File: src/include/put_macros.svh
// put engine widths and depths
// shared by the package, the RTL and the testbench
`ifndef PUT_MACROS_SVH
`define PUT_MACROS_SVH

`define PUT_DATA_W    128
`define PUT_EA_W      64
`define PUT_CTXT_W    9
`define PUT_AUX_W     1
`define PUT_UID_W     1
`define PUT_UID       0
`define PUT_TAG_W     3
`define PUT_NUM_TAGS  8
`define PUT_BEAT_W    3
`define PUT_MAX_BEATS 8
`define PUT_TSIZE_W   8
`define PUT_RC_W      1
`define PUT_BCNT_W    25

`endif
File: src/hw/put_pkg.sv
// put engine shared types
// address, command, bus request/response and done words
`default_nettype none

`include "put_macros.svh"

package put_pkg;

   typedef struct packed {
      logic [`PUT_AUX_W-1:0]  aux;
      logic [`PUT_CTXT_W-1:0] ctxt;
      logic [`PUT_EA_W-1:0]   ea;
   } put_addr_t;

   // handed from the data stage to issue and to the tracker
   typedef struct packed {
      logic [`PUT_TAG_W-1:0]   tag;
      logic [`PUT_TSIZE_W-1:0] tsize;
      put_addr_t               addr;
   } put_cmd_t;

   typedef struct packed {
      logic [`PUT_UID_W-1:0]   uid;
      logic [`PUT_TAG_W-1:0]   tag;
      logic [`PUT_TSIZE_W-1:0] tsize;
      logic [`PUT_CTXT_W-1:0]  ctxt;
      logic [`PUT_AUX_W-1:0]   aux;
      logic [`PUT_EA_W-1:0]    ea;
   } put_req_t;

   typedef struct packed {
      logic [`PUT_RC_W-1:0]  rc;
      logic [`PUT_UID_W-1:0] uid;
      logic [`PUT_TAG_W-1:0] tag;
   } put_rsp_t;

   // bus read address into the data buffer
   typedef struct packed {
      logic [`PUT_UID_W-1:0]  uid;
      logic [`PUT_TAG_W-1:0]  tag;
      logic [`PUT_BEAT_W-1:0] beat;
   } put_wdata_req_t;

   typedef struct packed {
      logic [`PUT_RC_W-1:0]   rc;
      logic [`PUT_BCNT_W-1:0] bcnt;
   } put_done_t;

endpackage

`default_nettype wire

File: src/hw/put_rsp_tracker.sv
// put response tracker
// per-tag byte counts, response match, done FIFO and tag release
`default_nettype none

`include "put_macros.svh"

module put_rsp_tracker (
   input  wire logic              clk,
   input  wire logic              i_rst_n,
   input  wire logic              i_cmd_v,
   input  wire put_pkg::put_cmd_t i_cmd,
   input  wire logic              i_rsp_v,
   input  wire put_pkg::put_rsp_t i_rsp,
   output logic                   o_done_v,
   output put_pkg::put_done_t     o_done,
   input  wire logic              i_done_r,
   output logic                   o_free_v,
   output logic [`PUT_TAG_W-1:0]  o_free_tag
);

   logic [`PUT_TSIZE_W-1:0] tsize_tbl [`PUT_NUM_TAGS];
   logic [`PUT_TAG_W-1:0]   fifo_tag [`PUT_NUM_TAGS];
   logic [`PUT_RC_W-1:0]    fifo_rc [`PUT_NUM_TAGS];
   logic [`PUT_TAG_W-1:0]   wr_ptr_q;
   logic [`PUT_TAG_W-1:0]   rd_ptr_q;
   logic [`PUT_TAG_W:0]     count_q;
   logic                    push;
   logic                    pop;
   logic [`PUT_TAG_W-1:0]   head_tag;
   logic [`PUT_RC_W-1:0]    head_rc;

   assign push = i_rsp_v & (i_rsp.uid == `PUT_UID_W'(`PUT_UID));
   assign pop  = o_done_v & i_done_r;

   assign head_tag = fifo_tag[rd_ptr_q];
   assign head_rc  = fifo_rc[rd_ptr_q];

   // a failed put reports no bytes moved
   assign o_done_v    = (count_q != '0);
   assign o_done.rc   = head_rc;
   assign o_done.bcnt = (head_rc == '0) ?
                        {{(`PUT_BCNT_W - `PUT_TSIZE_W){1'b0}}, tsize_tbl[head_tag]} : '0;

   assign o_free_v   = pop;
   assign o_free_tag = head_tag;

   always_ff @(posedge clk) begin
      if (i_cmd_v) begin
         tsize_tbl[i_cmd.tag] <= i_cmd.tsize;
      end
      if (push) begin
         fifo_tag[wr_ptr_q] <= i_rsp.tag;
         fifo_rc[wr_ptr_q]  <= i_rsp.rc;
      end
   end

   always_ff @(posedge clk) begin
      if (!i_rst_n) begin
         wr_ptr_q <= '0;
         rd_ptr_q <= '0;
         count_q  <= '0;
      end else begin
         if (push) begin
            wr_ptr_q <= wr_ptr_q + 1'b1;
         end
         if (pop) begin
            rd_ptr_q <= rd_ptr_q + 1'b1;
         end
         // one response per tag keeps this within depth
         case ({push, pop})
            2'b10:   count_q <= count_q + 1'b1;
            2'b01:   count_q <= count_q - 1'b1;
            default: count_q <= count_q;
         endcase
      end
   end

endmodule

`default_nettype wire

File: config.mk
export PLATFORM = sky130hd
export DESIGN_NAME = put_rsp_tracker
export DESIGN_NICKNAME = d
export VERILOG_FILES = /design/src/hw/put_pkg.sv /design/src/hw/put_rsp_tracker.sv
export VERILOG_INCLUDE_DIRS = /design/src /design/src/include
export SDC_FILE = /design/constraint.sdc
export NUM_CORES = 1
export LEC_CHECK = 0
export ABC_CLOCK_PERIOD_IN_PS = 5800
export BUFFER_PORTS_ARGS = -buffer_cell sky130_fd_sc_hd__clkbuf_2
export CORE_ASPECT_RATIO = 1.75
export CORE_MARGIN = 2
export CORE_UTILIZATION = 56
export DETAILED_ROUTE_END_ITERATION = 12
export GPL_TIMING_DRIVEN = 0
export PLACE_DENSITY = 0.84
export SLEW_MARGIN = 20
export SYNTH_ARGS = -nofsm -noshare
export SYNTH_HDL_FRONTEND = slang
export SYNTH_SLANG_ARGS = --single-unit
File: constraint.sdc
create_clock -name clk -period 5.8 [get_ports clk]
set_clock_uncertainty 0.15 [all_clocks]
set_input_delay 1.16 -clock clk [delete_from_list [all_inputs] [get_ports clk]]
set_output_delay 1.16 -clock clk [all_outputs]
set_load 0.02 [all_outputs]
Word level (Yosys, flattened, before mapping)
Memories as Yosys holds them, arrays and structs flattened. A register that Yosys moved wholly into a read port is not among the register bits.
Index checks and enable logic that the tools add are counted.

storage, ports and cells
  memories kept = 3
  bits in writable memories = 96
  input bits = 95
  output and inout port bits = 31
  register bits after elaboration = 10

memories
  memory     words  width  read ports  clocked after memory_dff  write ports  RTL line               RTL
  tsize_tbl  8      8      1           0                         1            put_rsp_tracker.sv:21  logic [`PUT_TSIZE_W-1:0] tsize_tbl [`PUT_NUM_TAGS];
  fifo_tag   8      3      1           1                         1            put_rsp_tracker.sv:22  logic [`PUT_TAG_W-1:0] fifo_tag [`PUT_NUM_TAGS];
  fifo_rc    8      1      1           1                         1            put_rsp_tracker.sv:23  logic [`PUT_RC_W-1:0] fifo_rc [`PUT_NUM_TAGS];

operators by class
  muxes and demuxes = 10
  add/subtract/negate cells = 4
  reduce and logical (&&, ||, !) cells = 2
  bitwise logic cells = 3
  eq/ne operators = 2

operator list
  cell                 number
  $mux 3               4
  $mux 8               1
  $pmux 4 s2           1
  $add 3x1->3 const B  2
  $add 4x1->4 const B  1
  $mux 1               4
  $reduce_bool 4->1    1
  $sub 4x1->4 const B  1
  $and 1x1->1          2
  $eq 2x1->1 const B   1
  $eq 2x2->1 const B   1
  $reduce_bool 2->1    1
  $not 1->1            1

Logic depth before layout (Yosys ltp)
Gate-level depths: netlist (run 1).

  depth in word-level cells = 4
  depth in mapped cells = 10

Least setup slack after synthesis (run 1)
Ideal clock, no wire load.

  path type = register to output
  from = register (tool-made name)
  to = output o_done[4] (netlist name)
  path slack = 2486 ps
  cell stages (with the launch flop) = 8
  arrival = 2004 ps
  path through = dfxtp_1 > buf_6 > mux4_2 > mux2i_4 > buf_8 > mux2i_1 > o22a_1 > o221ai_1

RTL lines
  element    RTL line               RTL
  to (decl)  put_rsp_tracker.sv:15  output put_pkg::put_done_t o_done,

==> impl_metrics.prom, run 1 <==
# TYPE chip_impl_metric gauge
chip_impl_metric{name="synth-xor-area-share",unit=""} 0.01298
chip_impl_info{name="worst_path_dominant_cell_family",value="compound AO/OA/AOI/OAI gates"} 1
chip_impl_info{name="synth_largest_area_cell",value="sky130_fd_sc_hd__edfxtp_1"} 1
chip_impl_metric{name="post_synth_mux_area_share",unit=""} 0.1303
chip_impl_metric{name="post_layout_nets",unit=""} 449
chip_impl_metric{name="ctsResizeCount",unit=""} 0
chip_impl_metric{name="yosys_warnings",unit=""} 0
chip_impl_metric{name="synth_cell_types",unit=""} 43
chip_impl_metric{name="layoutNonFillerInstCount",unit=""} 446
chip_impl_metric{name="fp.dieH",unit="um"} 125.5
chip_impl_metric{name="worst_ir_drop_vdd",unit="V"} 0.0002876
chip_impl_metric{name="hold_buffers",unit=""} 0
chip_impl_metric{name="fmax",unit="MHz"} 238.8
chip_impl_metric{name="boundaryPins",unit=""} 126
chip_impl_metric{name="drt_pass1_iterations",unit=""} 4
chip_impl_info{name="worstPathCellList",value="buf_6 > mux2_4 > and4bb_1 > o41ai_2 > o221ai_1 > clkbuf_2"} 1
chip_impl_metric{name="cp_num_buf_inv",unit=""} 2
chip_impl_metric{name="floorplan.rows",unit=""} 44
chip_impl_metric{name="wire_length_of_the_first_global_routing_pass",unit="mm"} 13.06
chip_impl_metric{name="area_of_combinational_cells_with_multiple_inputs",unit="um^2"} 1405
chip_impl_info{name="grt_setup_unrepaired",value="no"} 1
chip_impl_info{name="cp-endpoint",value="o_done[1]"} 1
chip_impl_metric{name="tightest_slew",unit="ns"} 0.9865
chip_impl_metric{name="number_of_sinks_on_the_clock_net",unit=""} 109
chip_impl_metric{name="required",unit="ns"} 4.49
chip_impl_info{name="worst_setup_path_end_kind",value="output pin"} 1
chip_impl_metric{name="critical_path_arrival",unit="ns"} 2.88
chip_impl_metric{name="setup_total_negative_slack",unit="ns"} 0
chip_impl_metric{name="timing.final.crit_period",unit="ns"} 4.187
chip_impl_metric{name="place_inst",unit=""} 430
chip_impl_metric{name="crit_cells",unit=""} 6
chip_impl_metric{name="cts_htree_levels",unit=""} 3
chip_impl_metric{name="leakagePower",unit="nW"} 2.017
chip_impl_metric{name="via_count_of_the_first_global_routing_pass",unit=""} 2565
chip_impl_info{name="worstSetupStartpointType",value="register"} 1
chip_impl_info{name="synth_top_family_by_area",value="multiplexers"} 1
chip_impl_metric{name="antenna_violations_before_repair",unit=""} 0
chip_impl_metric{name="cts_buffers",unit=""} 9
chip_impl_metric{name="syn_inst",unit=""} 288
chip_impl_metric{name="core_area",unit="um^2"} 8258
chip_impl_info{name="synth_top_cells_by_area",value="sky130_fd_sc_hd__edfxtp_1 (61%), sky130_fd_sc_hd__mux2i_1 (7.6%), sky130_fd_sc_hd__dfxtp_1 (5.5%), sky130_fd_sc_hd__buf_4 (3.0%), sky130_fd_sc_hd__mux4_2 (2.9%)"} 1
chip_impl_metric{name="clk_transition_reported_paths",unit="ns"} 0.06
chip_impl_metric{name="drt_wl_cell",unit="um"} 18.79
chip_impl_info{name="worst_r2r_startpoint",value="count_q[1]"} 1
chip_impl_metric{name="post_route_cells_drive_above_1_share",unit=""} 0.2712
chip_impl_metric{name="power.density",unit="nW/um^2"} 393.6
chip_impl_metric{name="antenna_diode_count",unit=""} 0
chip_impl_metric{name="die_w",unit="um"} 73.43
chip_impl_metric{name="worst_r2r_path_depth",unit=""} 10
chip_impl_metric{name="detailedPlacementHpwl",unit="mm"} 6.104
chip_impl_metric{name="clock_latency",unit="ns"} 0.34
chip_impl_info{name="cts_root_buf",value="sky130_fd_sc_hd__clkbuf_16"} 1
chip_impl_metric{name="synth-seq-area-share",unit=""} 0.6654
chip_impl_metric{name="number_of_buffers_on_the_longest_clock_path",unit=""} 2
chip_impl_metric{name="worst_path_largest_cell_delay",unit="ns"} 0.86
chip_impl_metric{name="total_overflow_reported_by_the_global_router",unit=""} 0
chip_impl_metric{name="overall_track_demand_over_capacity_in_global_routing",unit=""} 0.1965
chip_impl_info{name="cp_slowest_cell",value="sky130_fd_sc_hd__o41ai_2"} 1
chip_impl_metric{name="synth.ff_latch_count",unit=""} 109
chip_impl_info{name="layout_commonest_cell",value="sky130_fd_sc_hd__edfxtp_1"} 1
chip_impl_metric{name="placement.io_buffers",unit=""} 34
chip_impl_metric{name="violation_count_after_the_first_detailed_routing_iteration",unit=""} 143
chip_impl_metric{name="cap_viol_max_count",unit=""} 0
chip_impl_metric{name="finalHoldViolCount",unit=""} 0
chip_impl_info{name="clock_tree_from_tritoncts",value="done"} 1
chip_impl_metric{name="yosys.area_share.simple",unit=""} 0.06728
chip_impl_metric{name="synthesis.area",unit="um^2"} 4723
chip_impl_info{name="hold_class",value="register to register"} 1
chip_impl_metric{name="via_count",unit=""} 2539
chip_impl_info{name="status",value="complete, no violations"} 1
chip_impl_metric{name="post_cts.repair.setup_buffers",unit=""} 0
chip_impl_metric{name="final-max-slew-violation-count",unit=""} 0
chip_impl_metric{name="post_detailed_route_count_of_antenna_violating_nets",unit=""} 0
chip_impl_metric{name="initial_core_util",unit=""} 0.5720
chip_impl_metric{name="routed_wl",unit="mm"} 8.380
chip_impl_metric{name="routabilityCongestion",unit=""} 0.7907
chip_impl_metric{name="grt_start_max_net_pins",unit=""} 17
chip_impl_metric{name="area_delta_synth_final",unit="%"} 14.04
chip_impl_info{name="leading_cell_types_in_the_layout_fill_and_taps_excluded",value="sky130_fd_sc_hd__edfxtp_1 (96), sky130_fd_sc_hd__mux2i_1 (36), sky130_fd_sc_hd__clkbuf_2 (34)"} 1
chip_impl_metric{name="final.period_utilization",unit=""} 0.7219
chip_impl_metric{name="route.detailed.vias_per_inst",unit=""} 5.693
chip_impl_metric{name="die-area",unit="um^2"} 9214
chip_impl_info{name="reg2reg_to",value="count_q[2]"} 1
chip_impl_metric{name="synth-compound-area-share",unit=""} 0.05801
chip_impl_metric{name="synth-adder-area-share",unit=""} 0.01325
chip_impl_metric{name="critical_path.max_fanout",unit=""} 10
chip_impl_metric{name="area_share_of_the_largest_cell_type_after_synthesis",unit=""} 0.6103
chip_impl_info{name="hold_path.startpoint",value="count_q[3]"} 1
chip_impl_metric{name="seqCellArea",unit="um^2"} 3143
chip_impl_metric{name="setup_viol",unit=""} 0
chip_impl_metric{name="drc",unit=""} 0
chip_impl_metric{name="worst-r2r-setup-slack",unit="ns"} 3.09
chip_impl_metric{name="slew-limit-headroom",unit=""} 0.3351
chip_impl_metric{name="num-fill-cells",unit=""} 596
chip_impl_info{name="worstSetupPathType",value="register to output pin"} 1
chip_impl_metric{name="synth_area_per_cell",unit="um^2"} 16.40
==> layout make-up <==
class                   count  share of cell area
clock buffers              11             0.04321
repair buffers             34             0.03159
plain buffers              26             0.04065
flip-flops and latches    109              0.5835
clock inverters             5             0.01394
well taps                  92             0.02137
inverters                   7            0.004878
multi-input cells         162              0.2609
==> logic make-up after synthesis <==
| logic type | Yosys count |
|---|---|
| AOI/OAI and AO/OA | 28 |
| other | 1 |
| muxes | 51 |
| adders and majority gates | 5 |
| xor gates and xnor gates | 7 |
| and+or+nand+nor | 54 |
| DFF | 109 |
| buffers and inverters | 33 |
==> stage by stage <==
step           hold WS [ns]  instance area, um^2    util  setup WS, ns  power (W)
6_report             0.3391                 5386  0.6523         1.613   0.002120
5_1_grt              0.3601                 5386  0.6523         1.473   0.002208
4_1_cts              0.3362                 5386  0.6523         1.545   0.002135
3_5_place_dp         0.3267                 5079  0.6150         1.921   0.001512
3_3_place_gp         0.3219                 5069  0.6138         1.997   0.001495
2_1_floorplan        0.3064                 4783       -         2.486   0.001368
==> metal layers <==
metal	vias to the layer above	global-route usage	wire length, um
met5	-	0	0
met4	0	0.1102	334
met3	24	0.04271	436
met2	93	0.3503	4725
met1	1225	0.2048	2883
li1	1197	-	-
==> flip-flops by register name, indices dropped and copies added, names as in the netlist, named ones only <==
signal / count
rd_ptr_q: 3
wr_ptr_q: 3
tsize_tbl: 64
fifo_tag: 24
fifo_rc: 8
count_q: 4
==> worst min-delay path, stage by stage, from the launching register on <==
cell and delay (ns):
sky130_fd_sc_hd__dfxtp_1 0.31, sky130_fd_sc_hd__o31ai_1 0.06, sky130_fd_sc_hd__a21boi_0 0.07
==> worst min path at each step <==
stage                       to  slack, ns  cells after the start
finish              count_q[3]       0.34                      2
global route        count_q[3]       0.36                      2
CTS                 count_q[3]       0.34                      2
detailed placement  count_q[3]       0.33                      2
global placement    count_q[3]       0.32                      2
floorplan           count_q[3]       0.31                      2
==> synth_stat cells (all sizes together) <==
cell type  number
a21boi          3
nand2b          6
nand2          11
o221ai          8
nor2b           3
dfxtp          13
and2            6
xnor2           5
a221oi          1
and4bb          1
mux2i          37
or4             2
ha              5
a21oi           1
o31a            1
nor2           12
o41ai           4
or3             1
nor4            2
inv             7
nor3b           1
edfxtp         96
buf            24
xor2            2
mux4            6
nand3           1
clkbuf          2
o21ai           1
nor4b           3
conb            1
mux2            8
o22a            8
nor3            5
o31ai           1
==> power breakdown <==
group          leakage (nW)  internal (W)  total [W]  switching, W
logic                 0.887      0.000249   0.000571      0.000322
clock network         0.153      0.000376   0.000627      0.000251
registers             0.976      0.000893   0.000923     0.0000294
total                  2.02       0.00152    0.00212      0.000602
Note: power is estimated with default switching activity, not from simulation.
==> inputs of run 2 (changes only) <==
--- a/config.mk
+++ b/config.mk
@@ -6,14 +6,15 @@
 export SDC_FILE = /design/constraint.sdc
 export NUM_CORES = 1
 export LEC_CHECK = 0
-export ABC_CLOCK_PERIOD_IN_PS = 5800
+export ABC_AREA = 1
+export ABC_CLOCK_PERIOD_IN_PS = 3560
 export BUFFER_PORTS_ARGS = -buffer_cell sky130_fd_sc_hd__clkbuf_2
 export CORE_ASPECT_RATIO = 1.75
 export CORE_MARGIN = 2
-export CORE_UTILIZATION = 56
+export CORE_UTILIZATION = 48
 export DETAILED_ROUTE_END_ITERATION = 12
 export GPL_TIMING_DRIVEN = 0
-export PLACE_DENSITY = 0.84
+export PLACE_DENSITY = 0.76
 export SLEW_MARGIN = 20
 export SYNTH_ARGS = -nofsm -noshare
 export SYNTH_HDL_FRONTEND = slang
==> constraint.sdc (replaced) <==
create_clock -name clk -period 3.56 [get_ports clk]
set_clock_uncertainty 0.15 [all_clocks]
set_input_delay 0.712 -clock clk [delete_from_list [all_inputs] [get_ports clk]]
set_output_delay 0.712 -clock clk [all_outputs]
set_load 0.02 [all_outputs]
==> run 2 against run 1 <==
Against the previous run:
- sequential share of layout area decreased by 3.4 points
- cell count increased by 49%
- highest routed layer unchanged
- hold slack got worse by 0.0018 ns
- wire length increased by 19%
- largest cell class unchanged
- critical path depth increased by 6
- global-route usage decreased by 1.1 points
- count of clock-buffer cells in the layout increased by 1
- design area increased by 6.2%
- setup slack got worse by 1.2 ns
- core utilization decreased by 9.4 points
- total power increased by 100%
- non-clock buffer count increased by 6
==> impl_metrics.prom, run 2 <==
# TYPE chip_impl_metric gauge
chip_impl_info{name="synth-main-ff-cell",value="sky130_fd_sc_hd__edfxtp_1"} 1
chip_impl_info{name="cp_slowest_cell",value="sky130_fd_sc_hd__dfxtp_1"} 1
chip_impl_metric{name="wire_length_of_the_first_global_routing_pass",unit="mm"} 15.40
chip_impl_metric{name="via_count",unit=""} 3350
chip_impl_metric{name="number_of_buffers_on_the_longest_clock_path",unit=""} 2
chip_impl_info{name="synth_largest_area_cell",value="sky130_fd_sc_hd__edfxtp_1"} 1
chip_impl_metric{name="cp_num_buf_inv",unit=""} 4
chip_impl_metric{name="synth-edff-count",unit=""} 96
chip_impl_metric{name="synth-seq-area-share",unit=""} 0.6286
chip_impl_metric{name="intPower",unit="W"} 0.002658
chip_impl_metric{name="critical_path_arrival",unit="ns"} 2.28
chip_impl_metric{name="required",unit="ns"} 2.70
chip_impl_metric{name="grt_start_max_net_pins",unit=""} 19
chip_impl_info{name="worst_path_dominant_cell_family",value="simple AND/OR/NAND/NOR gates"} 1
chip_impl_info{name="cts_root_buf",value="sky130_fd_sc_hd__clkbuf_16"} 1
chip_impl_metric{name="power_switching",unit="W"} 0.001590
chip_impl_metric{name="clock_latency",unit="ns"} 0.34
chip_impl_metric{name="power.share.switching",unit=""} 0.3744
chip_impl_metric{name="post_cts.repair.setup_buffers",unit=""} 0
chip_impl_metric{name="final-max-slew-violation-count",unit=""} 0
chip_impl_metric{name="synth.ff_latch_count",unit=""} 109
chip_impl_metric{name="core_area",unit="um^2"} 10240
chip_impl_metric{name="synthArstFlopShare",unit=""} 0
chip_impl_metric{name="floorplan.rows",unit=""} 49
chip_impl_info{name="grt_setup_unrepaired",value="no"} 1
chip_impl_info{name="hold_class",value="register to register"} 1
chip_impl_metric{name="drt_wl_cell",unit="um"} 14.94
chip_impl_metric{name="post_detailed_route_count_of_antenna_violating_nets",unit=""} 0
chip_impl_metric{name="power.total",unit="W"} 0.004248
chip_impl_metric{name="sequentialPowerShare",unit=""} 0.352
chip_impl_metric{name="route.detailed.vias_per_inst",unit=""} 5.030
chip_impl_metric{name="drt_pass1_iterations",unit=""} 4
chip_impl_metric{name="worst_path_largest_cell_delay",unit="ns"} 0.32
chip_impl_metric{name="setup_total_negative_slack",unit="ns"} 0
chip_impl_metric{name="area_share_of_the_largest_cell_type_after_synthesis",unit=""} 0.5766
chip_impl_metric{name="via_count_of_the_first_global_routing_pass",unit=""} 3240
chip_impl_metric{name="routabilityCongestion",unit=""} 0.8700
chip_impl_info{name="worst_r2r_startpoint",value="count_q[0]"} 1
chip_impl_metric{name="worst-r2r-setup-slack",unit="ns"} 1.25
chip_impl_info{name="synth_top_cells_by_area",value="sky130_fd_sc_hd__edfxtp_1 (58%), sky130_fd_sc_hd__nand2_1 (6.5%), sky130_fd_sc_hd__dfxtp_1 (5.2%), sky130_fd_sc_hd__nand3_1 (4.8%), sky130_fd_sc_hd__inv_1 (4.4%)"} 1
chip_impl_metric{name="cap_viol_max_count",unit=""} 0
chip_impl_metric{name="slew-limit-headroom",unit=""} 0.4931
chip_impl_metric{name="num-fill-cells",unit=""} 867
chip_impl_info{name="worst_setup_path_end_kind",value="output pin"} 1
chip_impl_metric{name="timing.final.crit_period",unit="ns"} 3.143
chip_impl_metric{name="routed_wl",unit="mm"} 9.950
chip_impl_metric{name="total_overflow_reported_by_the_global_router",unit=""} 0
chip_impl_metric{name="largest_register_ff_count",unit=""} 64
chip_impl_metric{name="final.period_utilization",unit=""} 0.8830
chip_impl_metric{name="power.combinational.fraction",unit=""} 0.396
chip_impl_metric{name="post_layout_nets",unit=""} 634
chip_impl_metric{name="worst_ir_drop_vdd",unit="V"} 0.0004661
chip_impl_metric{name="initial_core_util",unit=""} 0.4883
chip_impl_metric{name="fp.dieH",unit="um"} 139.0
chip_impl_metric{name="antenna_diode_count",unit=""} 0
chip_impl_metric{name="power.density",unit="nW/um^2"} 742.6
chip_impl_metric{name="setup_viol",unit=""} 0
chip_impl_metric{name="clk_transition_reported_paths",unit="ns"} 0.07
chip_impl_info{name="cp-endpoint",value="o_done[3]"} 1
chip_impl_info{name="clock_tree_from_tritoncts",value="done"} 1
chip_impl_metric{name="hold_buffers",unit=""} 0
chip_impl_metric{name="area_delta_synth_final",unit="%"} 14.41
chip_impl_metric{name="overall_track_demand_over_capacity_in_global_routing",unit=""} 0.1860
chip_impl_metric{name="post_route_cells_drive_above_1_share",unit=""} 0.1985
chip_impl_metric{name="crit_cells",unit=""} 12
chip_impl_metric{name="number_of_sinks_on_the_clock_net",unit=""} 109
chip_impl_info{name="reg2reg_to",value="count_q[2]"} 1
chip_impl_metric{name="critical_path.max_fanout",unit=""} 10
chip_impl_info{name="status",value="complete, no violations"} 1
chip_impl_info{name="biggest_registers_after_layout",value="tsize_tbl (64), fifo_tag (24), fifo_rc (8)"} 1
chip_impl_info{name="leading_cell_types_in_the_layout_fill_and_taps_excluded",value="sky130_fd_sc_hd__edfxtp_1 (96), sky130_fd_sc_hd__nand2_1 (87), sky130_fd_sc_hd__inv_1 (59)"} 1
chip_impl_metric{name="violation_count_after_the_first_detailed_routing_iteration",unit=""} 156
chip_impl_info{name="layout_commonest_cell",value="sky130_fd_sc_hd__edfxtp_1"} 1
chip_impl_metric{name="tightest_slew",unit="ns"} 0.7576
chip_impl_metric{name="placement.io_buffers",unit=""} 33
chip_impl_metric{name="cts_buffers",unit=""} 9
chip_impl_info{name="worstPathCellList",value="buf_4 > inv_2 > nand3_1 > nand3_2 > nand2_2 > buf_2 > nand2_1 > nand3_1 > nand2_1 > nor2_1 > nor2_1 > clkbuf_2"} 1
chip_impl_metric{name="boundaryPins",unit=""} 126
chip_impl_metric{name="antenna_violations_before_repair",unit=""} 0
chip_impl_metric{name="synth_cell_types",unit=""} 28
chip_impl_metric{name="finalHoldViolCount",unit=""} 0
chip_impl_info{name="worstSetupPathType",value="register to output pin"} 1
chip_impl_info{name="synth_common_cells",value="sky130_fd_sc_hd__edfxtp_1 (96), sky130_fd_sc_hd__nand2_1 (87), sky130_fd_sc_hd__inv_1 (59)"} 1
chip_impl_metric{name="detailedPlacementHpwl",unit="mm"} 7.481
chip_impl_metric{name="synthesis.area",unit="um^2"} 5000
chip_impl_metric{name="drc",unit=""} 0
chip_impl_metric{name="ctsResizeCount",unit=""} 0
chip_impl_metric{name="die-area",unit="um^2"} 11280
chip_impl_metric{name="fmax",unit="MHz"} 318.1
chip_impl_metric{name="syn_inst",unit=""} 474
chip_impl_metric{name="cts_htree_levels",unit=""} 3
chip_impl_metric{name="yosys_warnings",unit=""} 0
chip_impl_metric{name="clock_power_share",unit=""} 0.252
chip_impl_info{name="synth.most_common_cell",value="sky130_fd_sc_hd__edfxtp_1"} 1
chip_impl_metric{name="synth_area_per_cell",unit="um^2"} 10.55
chip_impl_info{name="worstSetupStartpointType",value="register"} 1
chip_impl_metric{name="worst_r2r_path_depth",unit=""} 12
chip_impl_metric{name="die_w",unit="um"} 81.15
chip_impl_info{name="top_register",value="tsize_tbl"} 1
chip_impl_metric{name="timing.hold.ws",unit="ns"} 0.3373
chip_impl_metric{name="leakagePower",unit="nW"} 2.424
[run 2: cell types whose count changed in the layout (fill, tap and decap cells not counted), sizes merged, moves of 8 or more]
cell	previous run	this run
a21oi	1	10
o21ai	1	20
nor2	12	57
nand3b	0	16
o22a	8	0
mux2i	37	0
nand2	11	92
buf	24	32
inv	7	66
nand3	1	60
mux2	8	0
[run 2: metal layers]
metal  vias up  global-route usage  routed length (um)
li1       1663                   -                   -
met1      1541              0.1714                3361
met2       118              0.3454                5654
met3        28             0.04427                 488
met4         0              0.1178                 445
met5         -                   0                   0
[run 2: cell type report]
| cell class | instances | area (um^2) | share of cell area |
|---|---|---|---|
| buffer | 33 | 256.5 | 0.04484 |
| clock buffer | 12 | 277.8 | 0.04856 |
| clock inverter | 4 | 58.81 | 0.01028 |
| inverter | 64 | 250.2 | 0.04374 |
| multi-input combinational | 284 | 1410 | 0.2465 |
| sequential | 109 | 3143 | 0.5494 |
| tap | 127 | 158.9 | 0.02778 |
| timing repair buffer | 33 | 165.2 | 0.02887 |
[run 2: how the worst min path moves through the flow]
stage | from | endpoint | cells past startpoint
floorplan | rd_ptr_q[2] | register | 2
global placement | rd_ptr_q[2] | rd_ptr_q[2] | 2
detailed placement | rd_ptr_q[2] | register | 2
CTS | rd_ptr_q[2] | register | 2
global route | count_q[3] | count_q[3] | 2
finish | count_q[3] | count_q[3] | 2
[run 2: cells by family (layout without fill, tap and decap cells)]
group,after synthesis,after routing,share of synthesized area
adder cells (fa/ha/maj),5,5,0.01251
AND/OR/NAND/NOR,227,227,0.2140
buffers and inverters,97,146,0.1014
AO/OA/AOI/OAI,33,33,0.03929
XOR/XNOR,2,2,0.003504
flip-flops,109,109,0.6286
other,1,17,0.0007500
[run 2: metrics by stage]
stage	std cells	setup WS (ns)	area, um^2	util
global placement	650	0.8878	5384	0.5258
global route	666	0.2636	5720	0.5587
floorplan	490	1.101	5060	-
CTS	666	0.4448	5720	0.5587
detailed placement	650	0.8644	5384	0.5258
finish	666	0.4167	5720	0.5587
[run 2: tightest hold or removal path: stages, from the launching register on]
cell	delay [ns]
sky130_fd_sc_hd__dfxtp_1	0.30
sky130_fd_sc_hd__inv_1	0.08
sky130_fd_sc_hd__a21oi_1	0.06
[run 2: power by group through the flow]
| stage | logic (W) | clock network (W) | registers [W] |
|---|---|---|---|
| 4_1_cts | 0.00168 | 0.00110 | 0.00149 |
| 3_5_place_dp | 0.00167 | 0 | 0.00152 |
| 3_3_place_gp | 0.00163 | 0 | 0.00152 |
| 5_1_grt | 0.00185 | 0.00114 | 0.00150 |
| 6_report | 0.00168 | 0.00107 | 0.00150 |
| 2_1_floorplan | 0.00123 | 0 | 0.00151 |
==> inputs of run 3 (changes only) <==
--- a/config.mk
+++ b/config.mk
@@ -13,7 +13,7 @@
 export CORE_MARGIN = 2
 export CORE_UTILIZATION = 48
 export DETAILED_ROUTE_END_ITERATION = 12
-export GPL_TIMING_DRIVEN = 0
+export GPL_TIMING_DRIVEN = 1
 export PLACE_DENSITY = 0.76
 export SLEW_MARGIN = 20
 export SYNTH_ARGS = -nofsm -noshare
==> run 3 against run 2 <==
Against the previous run:
- total power decreased by 5.5%
- cell count shrank 3.6%
- design area shrank 4.4%
- global-route usage is 0.56 points lower
- hold slack worse by 0.0018 ns
- wire length decreased by 2.3%
- sequential cell count did not move
- setup slack got worse by 0.25 ns
- critical path depth is 1 lower
- non-clock buffer count is 24 lower
==> impl_metrics.prom, run 3 (synthesis gave the netlist of run 2 again) <==
# TYPE chip_impl_metric gauge
chip_impl_info{name="status",value="complete, no violations"} 1
chip_impl_metric{name="postLayoutCellArea",unit="um^2"} 5469
chip_impl_metric{name="initial_core_util",unit=""} 0.4883
chip_impl_metric{name="timing.hold.ws",unit="ns"} 0.3355
chip_impl_metric{name="fp.dieH",unit="um"} 139.0
chip_impl_metric{name="num-fill-cells",unit=""} 882
chip_impl_info{name="layout_commonest_cell",value="sky130_fd_sc_hd__edfxtp_1"} 1
chip_impl_metric{name="leakagePower",unit="nW"} 2.265
chip_impl_metric{name="tightest_slew",unit="ns"} 0.9297
chip_impl_metric{name="worst-r2r-setup-slack",unit="ns"} 1.29
chip_impl_metric{name="setup_total_negative_slack",unit="ns"} 0
chip_impl_info{name="worst_path_dominant_cell_family",value="simple AND/OR/NAND/NOR gates"} 1
chip_impl_info{name="worstSetupStartpointType",value="register"} 1
chip_impl_metric{name="number_of_buffers_on_the_longest_clock_path",unit=""} 2
chip_impl_metric{name="worst_path_largest_cell_delay",unit="ns"} 0.54
chip_impl_metric{name="number_of_sinks_on_the_clock_net",unit=""} 109
chip_impl_metric{name="area_delta_synth_final",unit="%"} 9.384
chip_impl_info{name="leading_cell_types_in_the_layout_fill_and_taps_excluded",value="sky130_fd_sc_hd__edfxtp_1 (96), sky130_fd_sc_hd__nand2_1 (87), sky130_fd_sc_hd__inv_1 (59)"} 1
chip_impl_metric{name="post_layout_nets",unit=""} 610
chip_impl_metric{name="violation_count_after_the_first_detailed_routing_iteration",unit=""} 161
chip_impl_metric{name="finalHoldViolCount",unit=""} 0
chip_impl_metric{name="slew-limit-headroom",unit=""} 0.3779
chip_impl_metric{name="drt_wl_cell",unit="um"} 15.15
chip_impl_metric{name="wire_length_of_the_first_global_routing_pass",unit="mm"} 15.00
chip_impl_info{name="reg2reg_to",value="count_q[2]"} 1
chip_impl_info{name="top_register",value="tsize_tbl"} 1
chip_impl_metric{name="largest_register_ff_count",unit=""} 64
chip_impl_info{name="worstPathCellList",value="inv_6 > nand2_1 > nand3_1 > nand3_2 > nand2_2 > inv_2 > nor2_1 > nor2_1 > nor2_1 > nor2_1 > clkbuf_2"} 1
chip_impl_info{name="worstSetupPathType",value="register to output pin"} 1
chip_impl_metric{name="post_route_cells_drive_above_1_share",unit=""} 0.1573
chip_impl_metric{name="worst_ir_drop_vdd",unit="V"} 0.0004779
chip_impl_metric{name="worst_r2r_path_depth",unit=""} 12
chip_impl_metric{name="core_area",unit="um^2"} 10240
chip_impl_metric{name="route.detailed.vias_per_inst",unit=""} 5.143
chip_impl_metric{name="cap_viol_max_count",unit=""} 0
chip_impl_info{name="cp_slowest_cell",value="sky130_fd_sc_hd__dfxtp_2"} 1
chip_impl_metric{name="timing.final.crit_period",unit="ns"} 3.396
chip_impl_metric{name="required",unit="ns"} 2.70
chip_impl_metric{name="via_count",unit=""} 3302
chip_impl_metric{name="place_inst",unit=""} 622
chip_impl_metric{name="routed_wl",unit="mm"} 9.724
chip_impl_info{name="hold_class",value="register to register"} 1
chip_impl_metric{name="boundaryPins",unit=""} 126
chip_impl_metric{name="cts_buffers",unit=""} 9
chip_impl_metric{name="via_count_of_the_first_global_routing_pass",unit=""} 3186
chip_impl_metric{name="cts_htree_levels",unit=""} 3
chip_impl_metric{name="total_overflow_reported_by_the_global_router",unit=""} 0
chip_impl_metric{name="overall_track_demand_over_capacity_in_global_routing",unit=""} 0.1804
chip_impl_metric{name="drt_pass1_iterations",unit=""} 4
chip_impl_metric{name="detailedPlacementHpwl",unit="mm"} 6.738
chip_impl_info{name="grt_setup_unrepaired",value="no"} 1
chip_impl_metric{name="power.density",unit="nW/um^2"} 734.1
chip_impl_metric{name="setup_viol",unit=""} 0
chip_impl_metric{name="grt_start_max_net_pins",unit=""} 25
chip_impl_info{name="crit_path_frequent_cell",value="sky130_fd_sc_hd__nor2_1"} 1
chip_impl_info{name="cp-endpoint",value="o_done[7]"} 1
chip_impl_metric{name="die_w",unit="um"} 81.15
chip_impl_metric{name="post_detailed_route_count_of_antenna_violating_nets",unit=""} 0
chip_impl_metric{name="final-max-slew-violation-count",unit=""} 0
chip_impl_metric{name="drc",unit=""} 0
chip_impl_metric{name="critical_path.max_fanout",unit=""} 18
chip_impl_metric{name="cp_num_buf_inv",unit=""} 3
chip_impl_metric{name="hold_buffers",unit=""} 0
chip_impl_metric{name="antenna_diode_count",unit=""} 0
chip_impl_metric{name="die-area",unit="um^2"} 11280
chip_impl_info{name="worst_setup_path_end_kind",value="output pin"} 1
chip_impl_metric{name="final.period_utilization",unit=""} 0.9540
chip_impl_metric{name="fmax",unit="MHz"} 294.4
chip_impl_metric{name="placement.io_buffers",unit=""} 34
chip_impl_metric{name="clock_latency",unit="ns"} 0.34
chip_impl_metric{name="clk_transition_reported_paths",unit="ns"} 0.06
chip_impl_info{name="worst_r2r_startpoint",value="count_q[1]"} 1
chip_impl_info{name="cts_root_buf",value="sky130_fd_sc_hd__clkbuf_16"} 1
chip_impl_metric{name="dpl_cell_area",unit="um^2"} 5162
chip_impl_metric{name="critical_path_arrival",unit="ns"} 2.53
chip_impl_metric{name="antenna_violations_before_repair",unit=""} 0
chip_impl_info{name="clock_tree_from_tritoncts",value="done"} 1
chip_impl_metric{name="crit_cells",unit=""} 11
chip_impl_metric{name="layoutNonFillerInstCount",unit=""} 642
chip_impl_info{name="biggest_registers_after_layout",value="tsize_tbl (64), fifo_tag (24), fifo_rc (8)"} 1
chip_impl_metric{name="routabilityCongestion",unit=""} 0.8496
chip_impl_metric{name="floorplan.rows",unit=""} 49
[run 3: changes by cell type in the layout (fill, tap and decap cells not counted), sizes merged]
| cell | delta |
|---|---|
| bufinv | -1 |
| buf | -24 |
| clkbuf | +1 |
| inv | -2 |
| clkinv | +2 |
[run 3: per-stage QoR]
step,setup slack [ns],total power [W],util
6_report,0.1637,0.004015,0.5342
5_1_grt,0.03322,0.004230,0.5342
4_1_cts,0.1443,0.003950,0.5300
3_5_place_dp,0.3120,0.003077,0.5042
3_3_place_gp,0.3568,0.003023,0.5042
2_1_floorplan,1.101,0.002744,-
[run 3: how the worst min path moves through the flow]
| stage | from | endpoint | slack [ns] | cells after the start |
|---|---|---|---|---|
| after CTS | rd_ptr_q[2] | rd_ptr_q[2] | 0.34 | 2 |
| after floorplan | rd_ptr_q[2] | register | 0.28 | 2 |
| final | count_q[3] | count_q[3] | 0.34 | 2 |
| after detailed placement | rd_ptr_q[2] | rd_ptr_q[2] | 0.31 | 2 |
| after global routing | rd_ptr_q[0] | rd_ptr_q[0] | 0.36 | 1 |
| after global placement | rd_ptr_q[2] | rd_ptr_q[2] | 0.30 | 2 |
[run 3: metal layers]
metal / GRT usage / wire [um]
met3: 0.05208 / 540
met4: 0.09813 / 323
met1: 0.1667 / 3296
met2: 0.3362 / 5565
met5: 0 / 0
[run 3: cell type report]
type / instances / area [um^2] / area share
Timing Repair Buffer: 42 / 242.7 / 0.04438
Inverter: 64 / 250.2 / 0.04576
Tap cell: 127 / 158.9 / 0.02906
Sequential cell: 109 / 3144 / 0.5749
Multi-Input combinational cell: 284 / 1410 / 0.2578
Clock inverter: 3 / 22.52 / 0.004118
Clock buffer: 13 / 240.2 / 0.04393
[run 3: worst reg2reg max path: stages (launching register included)]
cell	delay, ns
sky130_fd_sc_hd__dfxtp_1	0.40
sky130_fd_sc_hd__inv_1	0.09
sky130_fd_sc_hd__nand4_1	0.10
sky130_fd_sc_hd__nand2_1	0.07
sky130_fd_sc_hd__inv_1	0.22
sky130_fd_sc_hd__ha_1	0.28
sky130_fd_sc_hd__xor2_1	0.28
sky130_fd_sc_hd__ha_1	0.20
sky130_fd_sc_hd__a21oi_1	0.05
sky130_fd_sc_hd__nand2_1	0.07
sky130_fd_sc_hd__nand2_1	0.05
sky130_fd_sc_hd__o221ai_1	0.15
sky130_fd_sc_hd__inv_1	0.06
[run 3: power by group]
part,total (W),internal (W),switching [W]
logic,0.00160,0.000524,0.00107
clock network,0.000888,0.000477,0.000411
registers,0.00153,0.00146,0.0000710
[run 3: what timing repair did]
| item | 4_1_cts | 5_1_grt |
|---|---|---|
| resized for setup | 1 | 0 |
| endpoints found under the setup margin | 3 | 1 |
| hold endpoints to repair | 0 | 0 |
| cloned | 0 | 0 |
| pin swaps | 0 | 1 |
| buffers inserted | 0 | 4 |
